===== src/rtl/flag_pkg.sv =====
package flag_pkg;

    // operation codes accepted by the flag unit
    typedef enum logic [3:0] {
        op_nop,  // no effect
        op_adc,  // a + b + C, updates N Z C V
        op_sbc,  // a - b - ~C, updates N Z C V
        op_ld,   // b onto bus, updates N Z
        op_plp,  // b into all flags
        op_clc,
        op_sec,
        op_cli,
        op_sei,
        op_cld,
        op_sed,
        op_clv,
        op_brk,  // sets I, break bits up while acked
        op_br    // branch test only
    } flag_op_t;

    // upper two bits pick the flag, bit 0 is the value that means taken
    typedef enum logic [2:0] {
        bpl,  // N == 0
        bmi,  // N == 1
        bvc,  // V == 0
        bvs,  // V == 1
        bcc,  // C == 0
        bcs,  // C == 1
        bne,  // Z == 0
        beq   // Z == 1
    } branch_cond_t;

    // bit positions in the status byte
    localparam int flag_c = 0;
    localparam int flag_z = 1;
    localparam int flag_i = 2;
    localparam int flag_d = 3;
    localparam int flag_v = 6;
    localparam int flag_n = 7;

endpackage


===== src/rtl/flag_alu.sv =====
module flag_alu (
    input  flag_pkg::flag_op_t op,
    input  logic [7:0]         a,
    input  logic [7:0]         b,
    input  logic               carry_in,  // held C flag
    output logic [7:0]         sum,
    output logic               carry,
    output logic               overflow
);
    import flag_pkg::*;

    logic [7:0] b_eff;  // b, inverted for subtract
    logic [8:0] total;  // 9 bits to catch carry out

    always_comb begin
        b_eff = (op == op_sbc) ? ~b : b;
        total = {1'b0, a} + {1'b0, b_eff} + {8'h00, carry_in};
    end

    always_comb begin
        if (op == op_adc || op == op_sbc) begin
            sum   = total[7:0];
            carry = total[8];  // on sbc, 1 means no borrow
            // signed overflow: operands agree in sign, result does not
            overflow = (a[7] == b_eff[7]) && (total[7] != a[7]);
        end else begin
            sum      = b;     // load operand straight through
            carry    = 1'b0;
            overflow = 1'b0;  // clv relies on this being 0
        end
    end

endmodule


===== src/rtl/flag_decoder.sv =====
module flag_decoder (
    input  logic               clk,
    input  logic               nrst,
    input  logic               req,
    input  flag_pkg::flag_op_t op,
    input  logic [7:0]         b,
    input  logic [7:0]         sum,   // from the ALU
    output logic               ack,
    output logic               accept,  // one-cycle take strobe
    output logic [7:0]         result,
    output logic [7:0]         db,      // bus byte into the status reg
    output logic               manual_set,
    output logic               db_c,
    output logic               db_z,
    output logic               db_i,
    output logic               db_d,
    output logic               db_v,
    output logic               db_n,
    output logic               manual_c,
    output logic               manual_i,
    output logic               manual_d,
    output logic               carry_c,
    output logic               dball_z,
    output logic               overflow_v,
    output logic               set_v,
    output logic               break_set
);
    import flag_pkg::*;

    assign accept = req & ~ack;  // new request, not yet acknowledged

    // bus source: pulled byte, zero for clv, else the ALU byte
    always_comb begin
        if (op == op_plp) begin
            db = b;
        end else if (op == op_clv) begin
            db = 8'h00;
        end else begin
            db = sum;  // ALU result, or b passed through
        end
    end

    assign set_v = 1'b0;  // nothing here sets V directly

    // write enables, only live in the accept cycle
    always_comb begin
        manual_set = 1'b0;
        db_c       = 1'b0;
        db_z       = 1'b0;
        db_i       = 1'b0;
        db_d       = 1'b0;
        db_v       = 1'b0;
        db_n       = 1'b0;
        manual_c   = 1'b0;
        manual_i   = 1'b0;
        manual_d   = 1'b0;
        carry_c    = 1'b0;
        dball_z    = 1'b0;
        overflow_v = 1'b0;
        if (accept) begin
            case (op)
                op_adc, op_sbc: begin
                    carry_c    = 1'b1;
                    overflow_v = 1'b1;
                    dball_z    = 1'b1;  // zero detect on sum
                    db_n       = 1'b1;  // sign from sum bit 7
                end
                op_ld: begin
                    dball_z = 1'b1;
                    db_n    = 1'b1;
                end
                op_plp: begin
                    db_c = 1'b1;
                    db_z = 1'b1;
                    db_i = 1'b1;
                    db_d = 1'b1;
                    db_v = 1'b1;
                    db_n = 1'b1;
                end
                op_clc: manual_c = 1'b1;
                op_sec: begin
                    manual_c   = 1'b1;
                    manual_set = 1'b1;
                end
                op_cli: manual_i = 1'b1;
                op_sei, op_brk: begin  // brk also masks interrupts
                    manual_i   = 1'b1;
                    manual_set = 1'b1;
                end
                op_cld: manual_d = 1'b1;
                op_sed: begin
                    manual_d   = 1'b1;
                    manual_set = 1'b1;
                end
                op_clv: overflow_v = 1'b1;  // ALU overflow is 0 here
                default: ;                  // nop, br
            endcase
        end
    end

    // ack, result and break bits held for the whole ack phase
    always_ff @(posedge clk or negedge nrst) begin
        if (!nrst) begin
            ack       <= 1'b0;
            result    <= 8'h00;
            break_set <= 1'b0;
        end else if (accept) begin
            ack       <= 1'b1;
            result    <= db;
            break_set <= (op == op_brk);
        end else if (!req) begin
            ack       <= 1'b0;  // req dropped, close the handshake
            break_set <= 1'b0;
        end
    end

endmodule


===== src/rtl/status_reg.sv =====
module status_reg (
    input  logic       clk,
    input  logic       nrst,
    input  logic [7:0] db,          // bus byte
    input  logic       manual_set,  // value for manual_* writes
    input  logic       carry,       // ALU carry
    input  logic       overflow,    // ALU overflow
    input  logic       db_c,        // db_* take the matching bus bit
    input  logic       db_z,
    input  logic       db_i,
    input  logic       db_d,
    input  logic       db_v,
    input  logic       db_n,
    input  logic       manual_c,
    input  logic       manual_i,
    input  logic       manual_d,
    input  logic       carry_c,     // C from ALU
    input  logic       dball_z,     // Z from zero detect on bus
    input  logic       overflow_v,  // V from ALU
    input  logic       set_v,       // direct set of V
    input  logic       break_set,
    output logic [7:0] flags,
    output logic [7:0] status
);
    import flag_pkg::*;

    logic [7:0] flag_q;
    logic [7:0] flag_nxt;

    // unwritten flags keep their value
    always_comb begin
        flag_nxt = flag_q;
        if (db_c)           flag_nxt[flag_c] = db[flag_c];
        else if (manual_c)  flag_nxt[flag_c] = manual_set;
        else if (carry_c)   flag_nxt[flag_c] = carry;

        if (db_z)           flag_nxt[flag_z] = db[flag_z];
        else if (dball_z)   flag_nxt[flag_z] = ~|db;

        if (db_i)           flag_nxt[flag_i] = db[flag_i];
        else if (manual_i)  flag_nxt[flag_i] = manual_set;

        if (db_d)           flag_nxt[flag_d] = db[flag_d];
        else if (manual_d)  flag_nxt[flag_d] = manual_set;

        if (db_v)            flag_nxt[flag_v] = db[flag_v];
        else if (overflow_v) flag_nxt[flag_v] = overflow;
        else if (set_v)      flag_nxt[flag_v] = 1'b1;

        if (db_n)           flag_nxt[flag_n] = db[flag_n];

        flag_nxt[5:4] = 2'b00;  // no storage behind the break bits
    end

    always_ff @(posedge clk or negedge nrst) begin
        if (!nrst) begin
            flag_q <= 8'h00;
        end else begin
            flag_q <= flag_nxt;
        end
    end

    assign flags  = flag_q;
    // break bits only show in the pushed/visible byte
    assign status = {flag_q[7:6], break_set, break_set, flag_q[3:0]};

endmodule


===== src/rtl/branch_eval.sv =====
module branch_eval (
    input  logic                   clk,
    input  logic                   nrst,
    input  logic                   accept,
    input  flag_pkg::branch_cond_t cond,
    input  logic [7:0]             flags,  // held flags, before update
    output logic                   taken
);
    import flag_pkg::*;

    logic sel_flag;
    logic hit;

    always_comb begin
        case (cond[2:1])
            2'd0:    sel_flag = flags[flag_n];  // bpl / bmi
            2'd1:    sel_flag = flags[flag_v];  // bvc / bvs
            2'd2:    sel_flag = flags[flag_c];  // bcc / bcs
            default: sel_flag = flags[flag_z];  // bne / beq
        endcase
        hit = (sel_flag == cond[0]);
    end

    // held until the next accepted operation
    always_ff @(posedge clk or negedge nrst) begin
        if (!nrst) begin
            taken <= 1'b0;
        end else if (accept) begin
            taken <= hit;
        end
    end

endmodule


===== src/rtl/flag_unit_top.sv =====
module flag_unit_top (
    input  logic                   clk,
    input  logic                   nrst,
    input  logic                   req,
    input  flag_pkg::flag_op_t     op,
    input  logic [7:0]             a,
    input  logic [7:0]             b,
    input  flag_pkg::branch_cond_t cond,
    output logic                   ack,
    output logic [7:0]             status,
    output logic [7:0]             result,
    output logic                   taken
);
    import flag_pkg::*;

    logic       accept;
    logic [7:0] db;
    logic [7:0] sum;
    logic [7:0] flags;
    logic       carry, overflow;   // ALU flags to status reg
    logic       manual_set;
    logic       db_c, db_z, db_i, db_d, db_v, db_n;
    logic       manual_c, manual_i, manual_d;
    logic       carry_c, dball_z, overflow_v, set_v;
    logic       break_set;

    flag_decoder flag_decoder_i (
        .clk(clk), .nrst(nrst), .req(req), .op(op), .b(b), .sum(sum),
        .ack(ack), .accept(accept), .result(result), .db(db),
        .manual_set(manual_set),
        .db_c(db_c), .db_z(db_z), .db_i(db_i), .db_d(db_d), .db_v(db_v), .db_n(db_n),
        .manual_c(manual_c), .manual_i(manual_i), .manual_d(manual_d),
        .carry_c(carry_c), .dball_z(dball_z), .overflow_v(overflow_v), .set_v(set_v),
        .break_set(break_set)
    );

    flag_alu flag_alu_i (
        .op(op), .a(a), .b(b),
        .carry_in(flags[flag_c]),  // adc/sbc chain off held C
        .sum(sum), .carry(carry), .overflow(overflow)
    );

    status_reg status_reg_i (
        .clk(clk), .nrst(nrst), .db(db), .manual_set(manual_set),
        .carry(carry), .overflow(overflow),
        .db_c(db_c), .db_z(db_z), .db_i(db_i), .db_d(db_d), .db_v(db_v), .db_n(db_n),
        .manual_c(manual_c), .manual_i(manual_i), .manual_d(manual_d),
        .carry_c(carry_c), .dball_z(dball_z), .overflow_v(overflow_v), .set_v(set_v),
        .break_set(break_set),
        .flags(flags), .status(status)
    );

    branch_eval branch_eval_i (
        .clk(clk), .nrst(nrst), .accept(accept), .cond(cond),
        .flags(flags), .taken(taken)
    );

endmodule


===== config.mk =====
export PLATFORM = sky130hd
export DESIGN_NAME = flag_unit_top
export DESIGN_NICKNAME = d
export VERILOG_FILES = /design/src/rtl/flag_pkg.sv /design/src/rtl/flag_alu.sv /design/src/rtl/flag_decoder.sv /design/src/rtl/status_reg.sv /design/src/rtl/branch_eval.sv /design/src/rtl/flag_unit_top.sv
export SDC_FILE = /design/constraint.sdc
export NUM_CORES = 1
export LEC_CHECK = 0
export BUFFER_PORTS_ARGS = -buffer_cell sky130_fd_sc_hd__buf_2
export CAP_MARGIN = 25
export CORE_UTILIZATION = 52
export DETAILED_ROUTE_END_ITERATION = 8
export PLACE_DENSITY_LB_ADDON = 0.05
export SYNTH_ARGS = -nofsm -noshare
export SYNTH_HDL_FRONTEND = slang
export SYNTH_SLANG_ARGS = --single-unit

===== constraint.sdc =====
create_clock -name clk -period 2.9 [get_ports clk]
set_input_delay 0.58 -clock clk [delete_from_list [all_inputs] [get_ports clk]]
set_output_delay 0.58 -clock clk [all_outputs]
set_load 0.05 [all_outputs]

After elaboration in Yosys (flattened, before gate mapping)

Index checks and enable logic that the tools add are counted.

Add/sub/neg operators: 2
Multipliers: 0
Divide/modulo/power cells: 0
Magnitude comparators: 0
Eq/ne operators: 18
Shifts and indexed selects: 0
Multiplexer cells: 39
Bitwise logic cells: 3
Reductions and logical operators: 18

Operators by type and width:

| operator                                               | count |
|---|---|
| two-way mux 1 bit                                      | 34 |
| two-way mux 8 bit                                      | 4 |
| equality test 4 bit (second input constant)            | 5 |
| equality test 4 x 3 -> 1 bit (second input constant)   | 4 |
| adder 8 x 8 -> 9 bit                                   | 1 |
| adder 9 x 1 -> 9 bit                                   | 1 |
| OR reduction 3 bit                                     | 3 |
| equality test 4 x 2 -> 1 bit (second input constant)   | 2 |
| NOT 8 bit                                              | 1 |
| nonzero test 2 bit                                     | 4 |
| OR reduction 4 bit                                     | 2 |
| OR reduction 8 bit                                     | 1 |
| OR reduction 2 bit                                     | 3 |
| equality test 4 x 1 -> 1 bit (second input constant)   | 1 |
| case mux 1 bit (3 select lines)                        | 1 |
| nonzero test 3 bit                                     | 1 |
| equality test 1 bit                                    | 2 |
| equality test 2 x 1 -> 1 bit (second input constant)   | 1 |
| equality test 2 bit (second input constant)            | 1 |
| zero test 2 bit                                        | 1 |
| inequality test 2 x 1 -> 1 bit (second input constant) | 1 |
| bitwise AND 1 bit                                      | 1 |
| logical AND 1 bit                                      | 1 |
| zero test 1 bit                                        | 1 |
| other kinds (3)                                        | 3 |

Bits in registers: 17
Bits in latches: 0
Memory bits (writable): 0
Memory bits (read-only): 0
Output and inout port bits: 18
Memories: 0

Longest topological paths before layout

Word-level depth: 11
Mapped depth: 13

Hierarchy

Synthesis repeated with hierarchy kept, for this count alone.

Cells, all modules: 212
Area total of the unflattened synthesis: 1871.8 um^2

By module, submodules not included:

| module       | instances | cells an instance | area an instance (um^2) | seq. area each (um^2) |
|---|---|---|---|---|
| flag_decoder | 1         | 96                | 884.6                   | 250.2 |
| flag_alu     | 1         | 74                | 546.8                   | 0.0 |
| status_reg   | 1         | 38                | 372.9                   | 150.1 |
| branch_eval  | 1         | 4                 | 67.6                    | 25.0 |

Worst setup path after synthesis

Ideal clock, no wire load.

Path kind: input to register
From: input port op[1]
To: register status_reg_i.flag_q[1], in the netlist status_reg_i.flags[1]
Library setup time: 0.092 ns
Data arrival time: 3.161 ns
Required time: 2.808 ns
Setup slack: -0.352 ns
Stages on the path: 13
Path through: buf_6 -> or2b_1 -> nor3_4 -> xnor2_1 -> fa_1 -> inv_1 -> fa_1 -> a211oi_2 -> o21ai_1 -> a211o_1 -> nand3_1 -> o21ai_1 -> o31ai_2

Longest elaborated chain between the ends: 11
Elaborated cells on any way between the ends: 22
Those cells by class: add/sub: 2; eq/ne: 5; mux: 10; reduce/logical: 5

Ends and longest elaborated chain:

| element                      | line                                               | text |
|---|---|---|
| from (decl)                  | flag_unit_top.sv:5                                 | `input flag_pkg::flag_op_t op,` |
| equality test 4 x 2 -> 1 bit | flag_alu.sv:16, flag_alu.sv:21, flag_decoder.sv:61 |  |
| two-way mux 8 bit            | flag_alu.sv:16                                     | `b_eff = (op == op_sbc) ? ~b : b;` |
| adder 8 x 8 -> 9 bit         | flag_alu.sv:17                                     | `total = {1'b0, a} + {1'b0, b_eff} + {8'h00, carry_in};` |
| adder 9 x 1 -> 9 bit         | flag_alu.sv:17                                     |  |
| two-way mux 8 bit            | flag_alu.sv:21                                     | `if (op == op_adc \|\| op == op_sbc) begin` |
| two-way mux 8 bit            | flag_decoder.sv:36                                 | `end else if (op == op_clv) begin` |
| two-way mux 8 bit            | flag_decoder.sv:34                                 | `if (op == op_plp) begin` |
| OR reduction 8 bit           | status_reg.sv:38                                   | `else if (dball_z) flag_nxt[flag_z] = ~\|db;` |
| zero test 1 bit              | status_reg.sv:38                                   |  |
| two-way mux 1 bit            | status_reg.sv:38                                   |  |
| two-way mux 1 bit            | status_reg.sv:37                                   | `if (db_z) flag_nxt[flag_z] = db[flag_z];` |
| to (signal assigned)         | status_reg.sv:59                                   | `flag_q <= flag_nxt;` |
| to (decl)                    | status_reg.sv:27                                   | `logic [7:0] flag_q;` |

Several ways; a longest one is shown, not always the timed one. The select of a mux whose other input is x is not followed.
A chain may end at the register's enable or synchronous reset.

Worst setup path in the final report

From: input port op[0]
To: register status_reg_i.flag_q[1], in the netlist status_reg_i.flags[1]

The elaborated chain is that of the path after synthesis.

==> results.md <==
- Cell Count, Final, Fillers Out: 263
- CTS clock-pin slew for the worst setup and hold paths: 0.09 ns
- Skew-Pair Late Insertion Delay: 0.29 ns
- CTS Sinks: 17
- Layout Cell Area excl Fill: 1910 sq um
- PortBufs: 43
- Relative slew slack: 64.5%
- Post-route ant nets: 0
- CP startpoint kind: input pin
- Clock Tree Root: clkbuf_4
- Register area share after synthesis: 28.3%
- Initial Utilization: 54.6%
- Skew final: 0.00168 ns
- EDFF count, synth: 0
- Dpl ws: -0.305 ns
- Nets: 268
- Synth cell count leaders: nand2_1 (22), dfrtp_1 (17), o21ai_0 (14), nor2_1 (10), xor2_1 (10)
- Synth unique cells: 52
- Syn Std Cell Area: 1510 sq um
- Cell-by-cell trace of the critical path: buf_2 > or2b_1 > nor3_4 > xnor2_1 > fa_2 > inv_2 > fa_2 > a211oi_2 > o21ai_1 > a211o_1 > nand3_2 > o21ai_2 > o31ai_2
- Die H: 55.8 um
- Status: complete, no violations
- First-pass GRT wire length: 6.13 mm
- Unrepaired setup endpoints after global routing: true
- Worst R2R Setup Slack: 0.55 ns
- Area of the die: 3110 sq um
- Largest net degree at the start of global routing: 21
- Yosys warning count: 0
- Cell Pwr Density: 449 nW/um^2
- Clk network pwr share: 14.6%
- Total global-route track usage: 24.6%
- Internal power: 0.484 mW
- Top_reg_cell synth: dfrtp_1
- Max Freq: 0.352 GHz
- Sw Share: 43.6%
- CP max FO: 3
- Max capacitance violation total: 0
- Overflow after GRT: 0
- Core Region: 2760 sq um
- Hold/Removal Path Class: in2async
- Area grow syn2layout: 27.1%
- CP endpoint kind: register
- Row cnt: 19
- Longest Clk Path Bufs: 2
- Setup violations, final: 0
- Slowest cell on the critical path: fa_2
- Dpl cell area: 1880 sq um
- Fin crit share: 98.1%
- Final Util: 69.4%
- Drt drc: 0
- Pre-antenna DRT Iters: 4
- H-Tree Level Count: 1
- Number of I/O pins: 44
- Vias in the first global route: 1440
- Share of cells above drive strength 1: 40.1%
- Total CTS buffers: 3
- Post-Place Cells: 259
- Gate power share: 51.2%
- Avg Cell Area, Syn: 8.75 sq um
- Worst EP required: 3.11 ns
- Via count: 1455
- # diodes: 0
- Routed Wire Length: 3.47 mm
- Critical path class: in2reg
- RePlAce Congestion: 0.848
- Post-route minimum period: 2.84 ns
- Pins over their slew limit: 0
- Flops & latches, synth: 17
- TritonCTS clock tree: done
- Fin Setup TNS: 0 ns
- Hold Violations, Final: 0
- VDD IR-drop max: 0.000376 V
- Detailed Place HPWL: 2.83 mm
- Area contributors post-synth: dfrtp_1 (28%), ha_1 (5.8%), xor2_1 (5.8%)
- Syn Inst Count: 172
- Reg power frac: 34.2%
- Setup ws final: 0.0554 ns
- Most used cell, CP: fa_2
- Avg WL per Cell: 13.2 um
- Via-to-Cell Ratio: 5.53
- Crit-path max cell delay: 0.39 ns
- Pleak: 0.919 nW
- Tightest Pin Transition: 0.527 ns
- Die Width: 55.8 um
- Cell with the most instances after synthesis: nand2_1
- Initial antenna violation count: 0
- Cell type with the largest total area after synthesis: dfrtp_1
- Synth top area share: 28.3%
- Worst EP arrival: 3.05 ns
- Share of flip-flops with an asynchronous set or reset: 100%
- Net Count, Synth: 207
- Psw: 0.375 mW
- DRT iter0 DRCs: 51
[worst max-delay path, delay by kind of cell]
kind / cells / cell delay, ns
adder cells (fa/ha/maj): 2 / 0.62
buffers and inverters: 2 / 0.14
AO/OA/AOI/OAI: 5 / 0.95
AND/OR/NAND/NOR: 3 / 0.58
XOR/XNOR: 1 / 0.17
[worst paths after layout]
check	start	endpoint	depth (start not counted)
max in group asynchronous	nrst	status_reg_i.flags[3]$_DFFE_PN0P_	1
min in group clk	req	flag_decoder_i.ack$_DFFE_PN0P_	1
min reg2reg	flag_decoder_i.result[0]$_DFFE_PN0P_	flag_decoder_i.result[0]$_DFFE_PN0P_	2
max reg2reg	status_reg_i.flags[0]$_DFFE_PN0P_	status_reg_i.flags[1]$_DFFE_PN0P_	8
min	nrst	flag_decoder_i.result[1]$_DFFE_PN0P_	1
max	op[0]	status_reg_i.flags[1]$_DFFE_PN0P_	13
[layout make-up]
type / instances / area, sq um
inverter: 5 / 18.8
sequential: 17 / 425
multi-input combinational: 138 / 1000
fill: 230 / 845
clock buffer: 4 / 26.3
timing repair buffer: 68 / 403
tap: 31 / 38.8
[placed cells by master (no fill, tap or decap), drive strengths merged, types with 3 or more instances in the layout]
| cell type | netlist | routed |
|---|---|---|
| a211oi | 3 | 3 |
| a21oi | 9 | 9 |
| xor2 | 11 | 11 |
| buf | 7 | 68 |
| ha | 7 | 7 |
| a31oi | 6 | 6 |
| nand2b | 3 | 3 |
| nor3 | 4 | 4 |
| inv | 5 | 5 |
| nor2b | 4 | 4 |
| nand3 | 4 | 4 |
| nor2 | 11 | 11 |
| o21ai | 17 | 17 |
| clkbuf | 5 | 4 |
| o31ai | 5 | 5 |
| dfrtp | 17 | 17 |
| and2 | 3 | 3 |
| nand2 | 22 | 22 |
[stage by stage]
stage	hold WS, ns	total power [mW]
5_1_grt	0.210	0.913
2_1_floorplan	0.284	0.606
4_1_cts	0.212	0.860
3_5_place_dp	0.465	0.737
3_3_place_gp	0.454	0.729
6_report	0.192	0.859
[flip-flops by register name (all words and copies together), names as in the netlist]
register,count
flag_decoder_i.ack,1
status_reg_i.flags,6
branch_eval_i.taken,1
flag_decoder_i.break_set,1
flag_decoder_i.result,8
[per-layer routing]
| metal | vias up | global-route usage [%] | part of all wire [%] |
|---|---|---|---|
| met1 | 669 | 31.2 | 46 |
| li1 | 732 | - | - |
| met5 | - | 0 | 0 |
| met3 | 6 | 2.79 | 3.8 |
| met4 | 0 | 10.4 | 1.1 |
| met2 | 48 | 42.5 | 49 |
[cells by family after synthesis]
logic type                 count (synthesis)  share of synthesized area (%)
and+or+nand+nor                           60                           21.4
AOI/OAI and AO/OA                         52                           22.6
buffers and inverters                     17                           7.65
DFF                                       17                           28.3
xor gates and xnor gates                  13                           8.06
adders and majority gates                  9                           8.48
muxes                                      4                           3.57
[power by group through the flow]
| stage | combinational (mW) | clock (mW) | sequential [mW] |
|---|---|---|---|
| global placement | 0.432 | 0 | 0.297 |
| floorplan | 0.185 | 0 | 0.421 |
| detailed placement | 0.438 | 0 | 0.299 |
| global route | 0.476 | 0.138 | 0.300 |
| CTS | 0.439 | 0.127 | 0.294 |
| finish | 0.440 | 0.126 | 0.294 |
[timing repair]
item	4_1_cts	5_1_grt
pin swaps	1	0
setup endpoints to repair	1	3
buffers inserted	0	0
hold buffers	0	0
gates resized for setup	0	1
(Power assumes the default switching activity.)
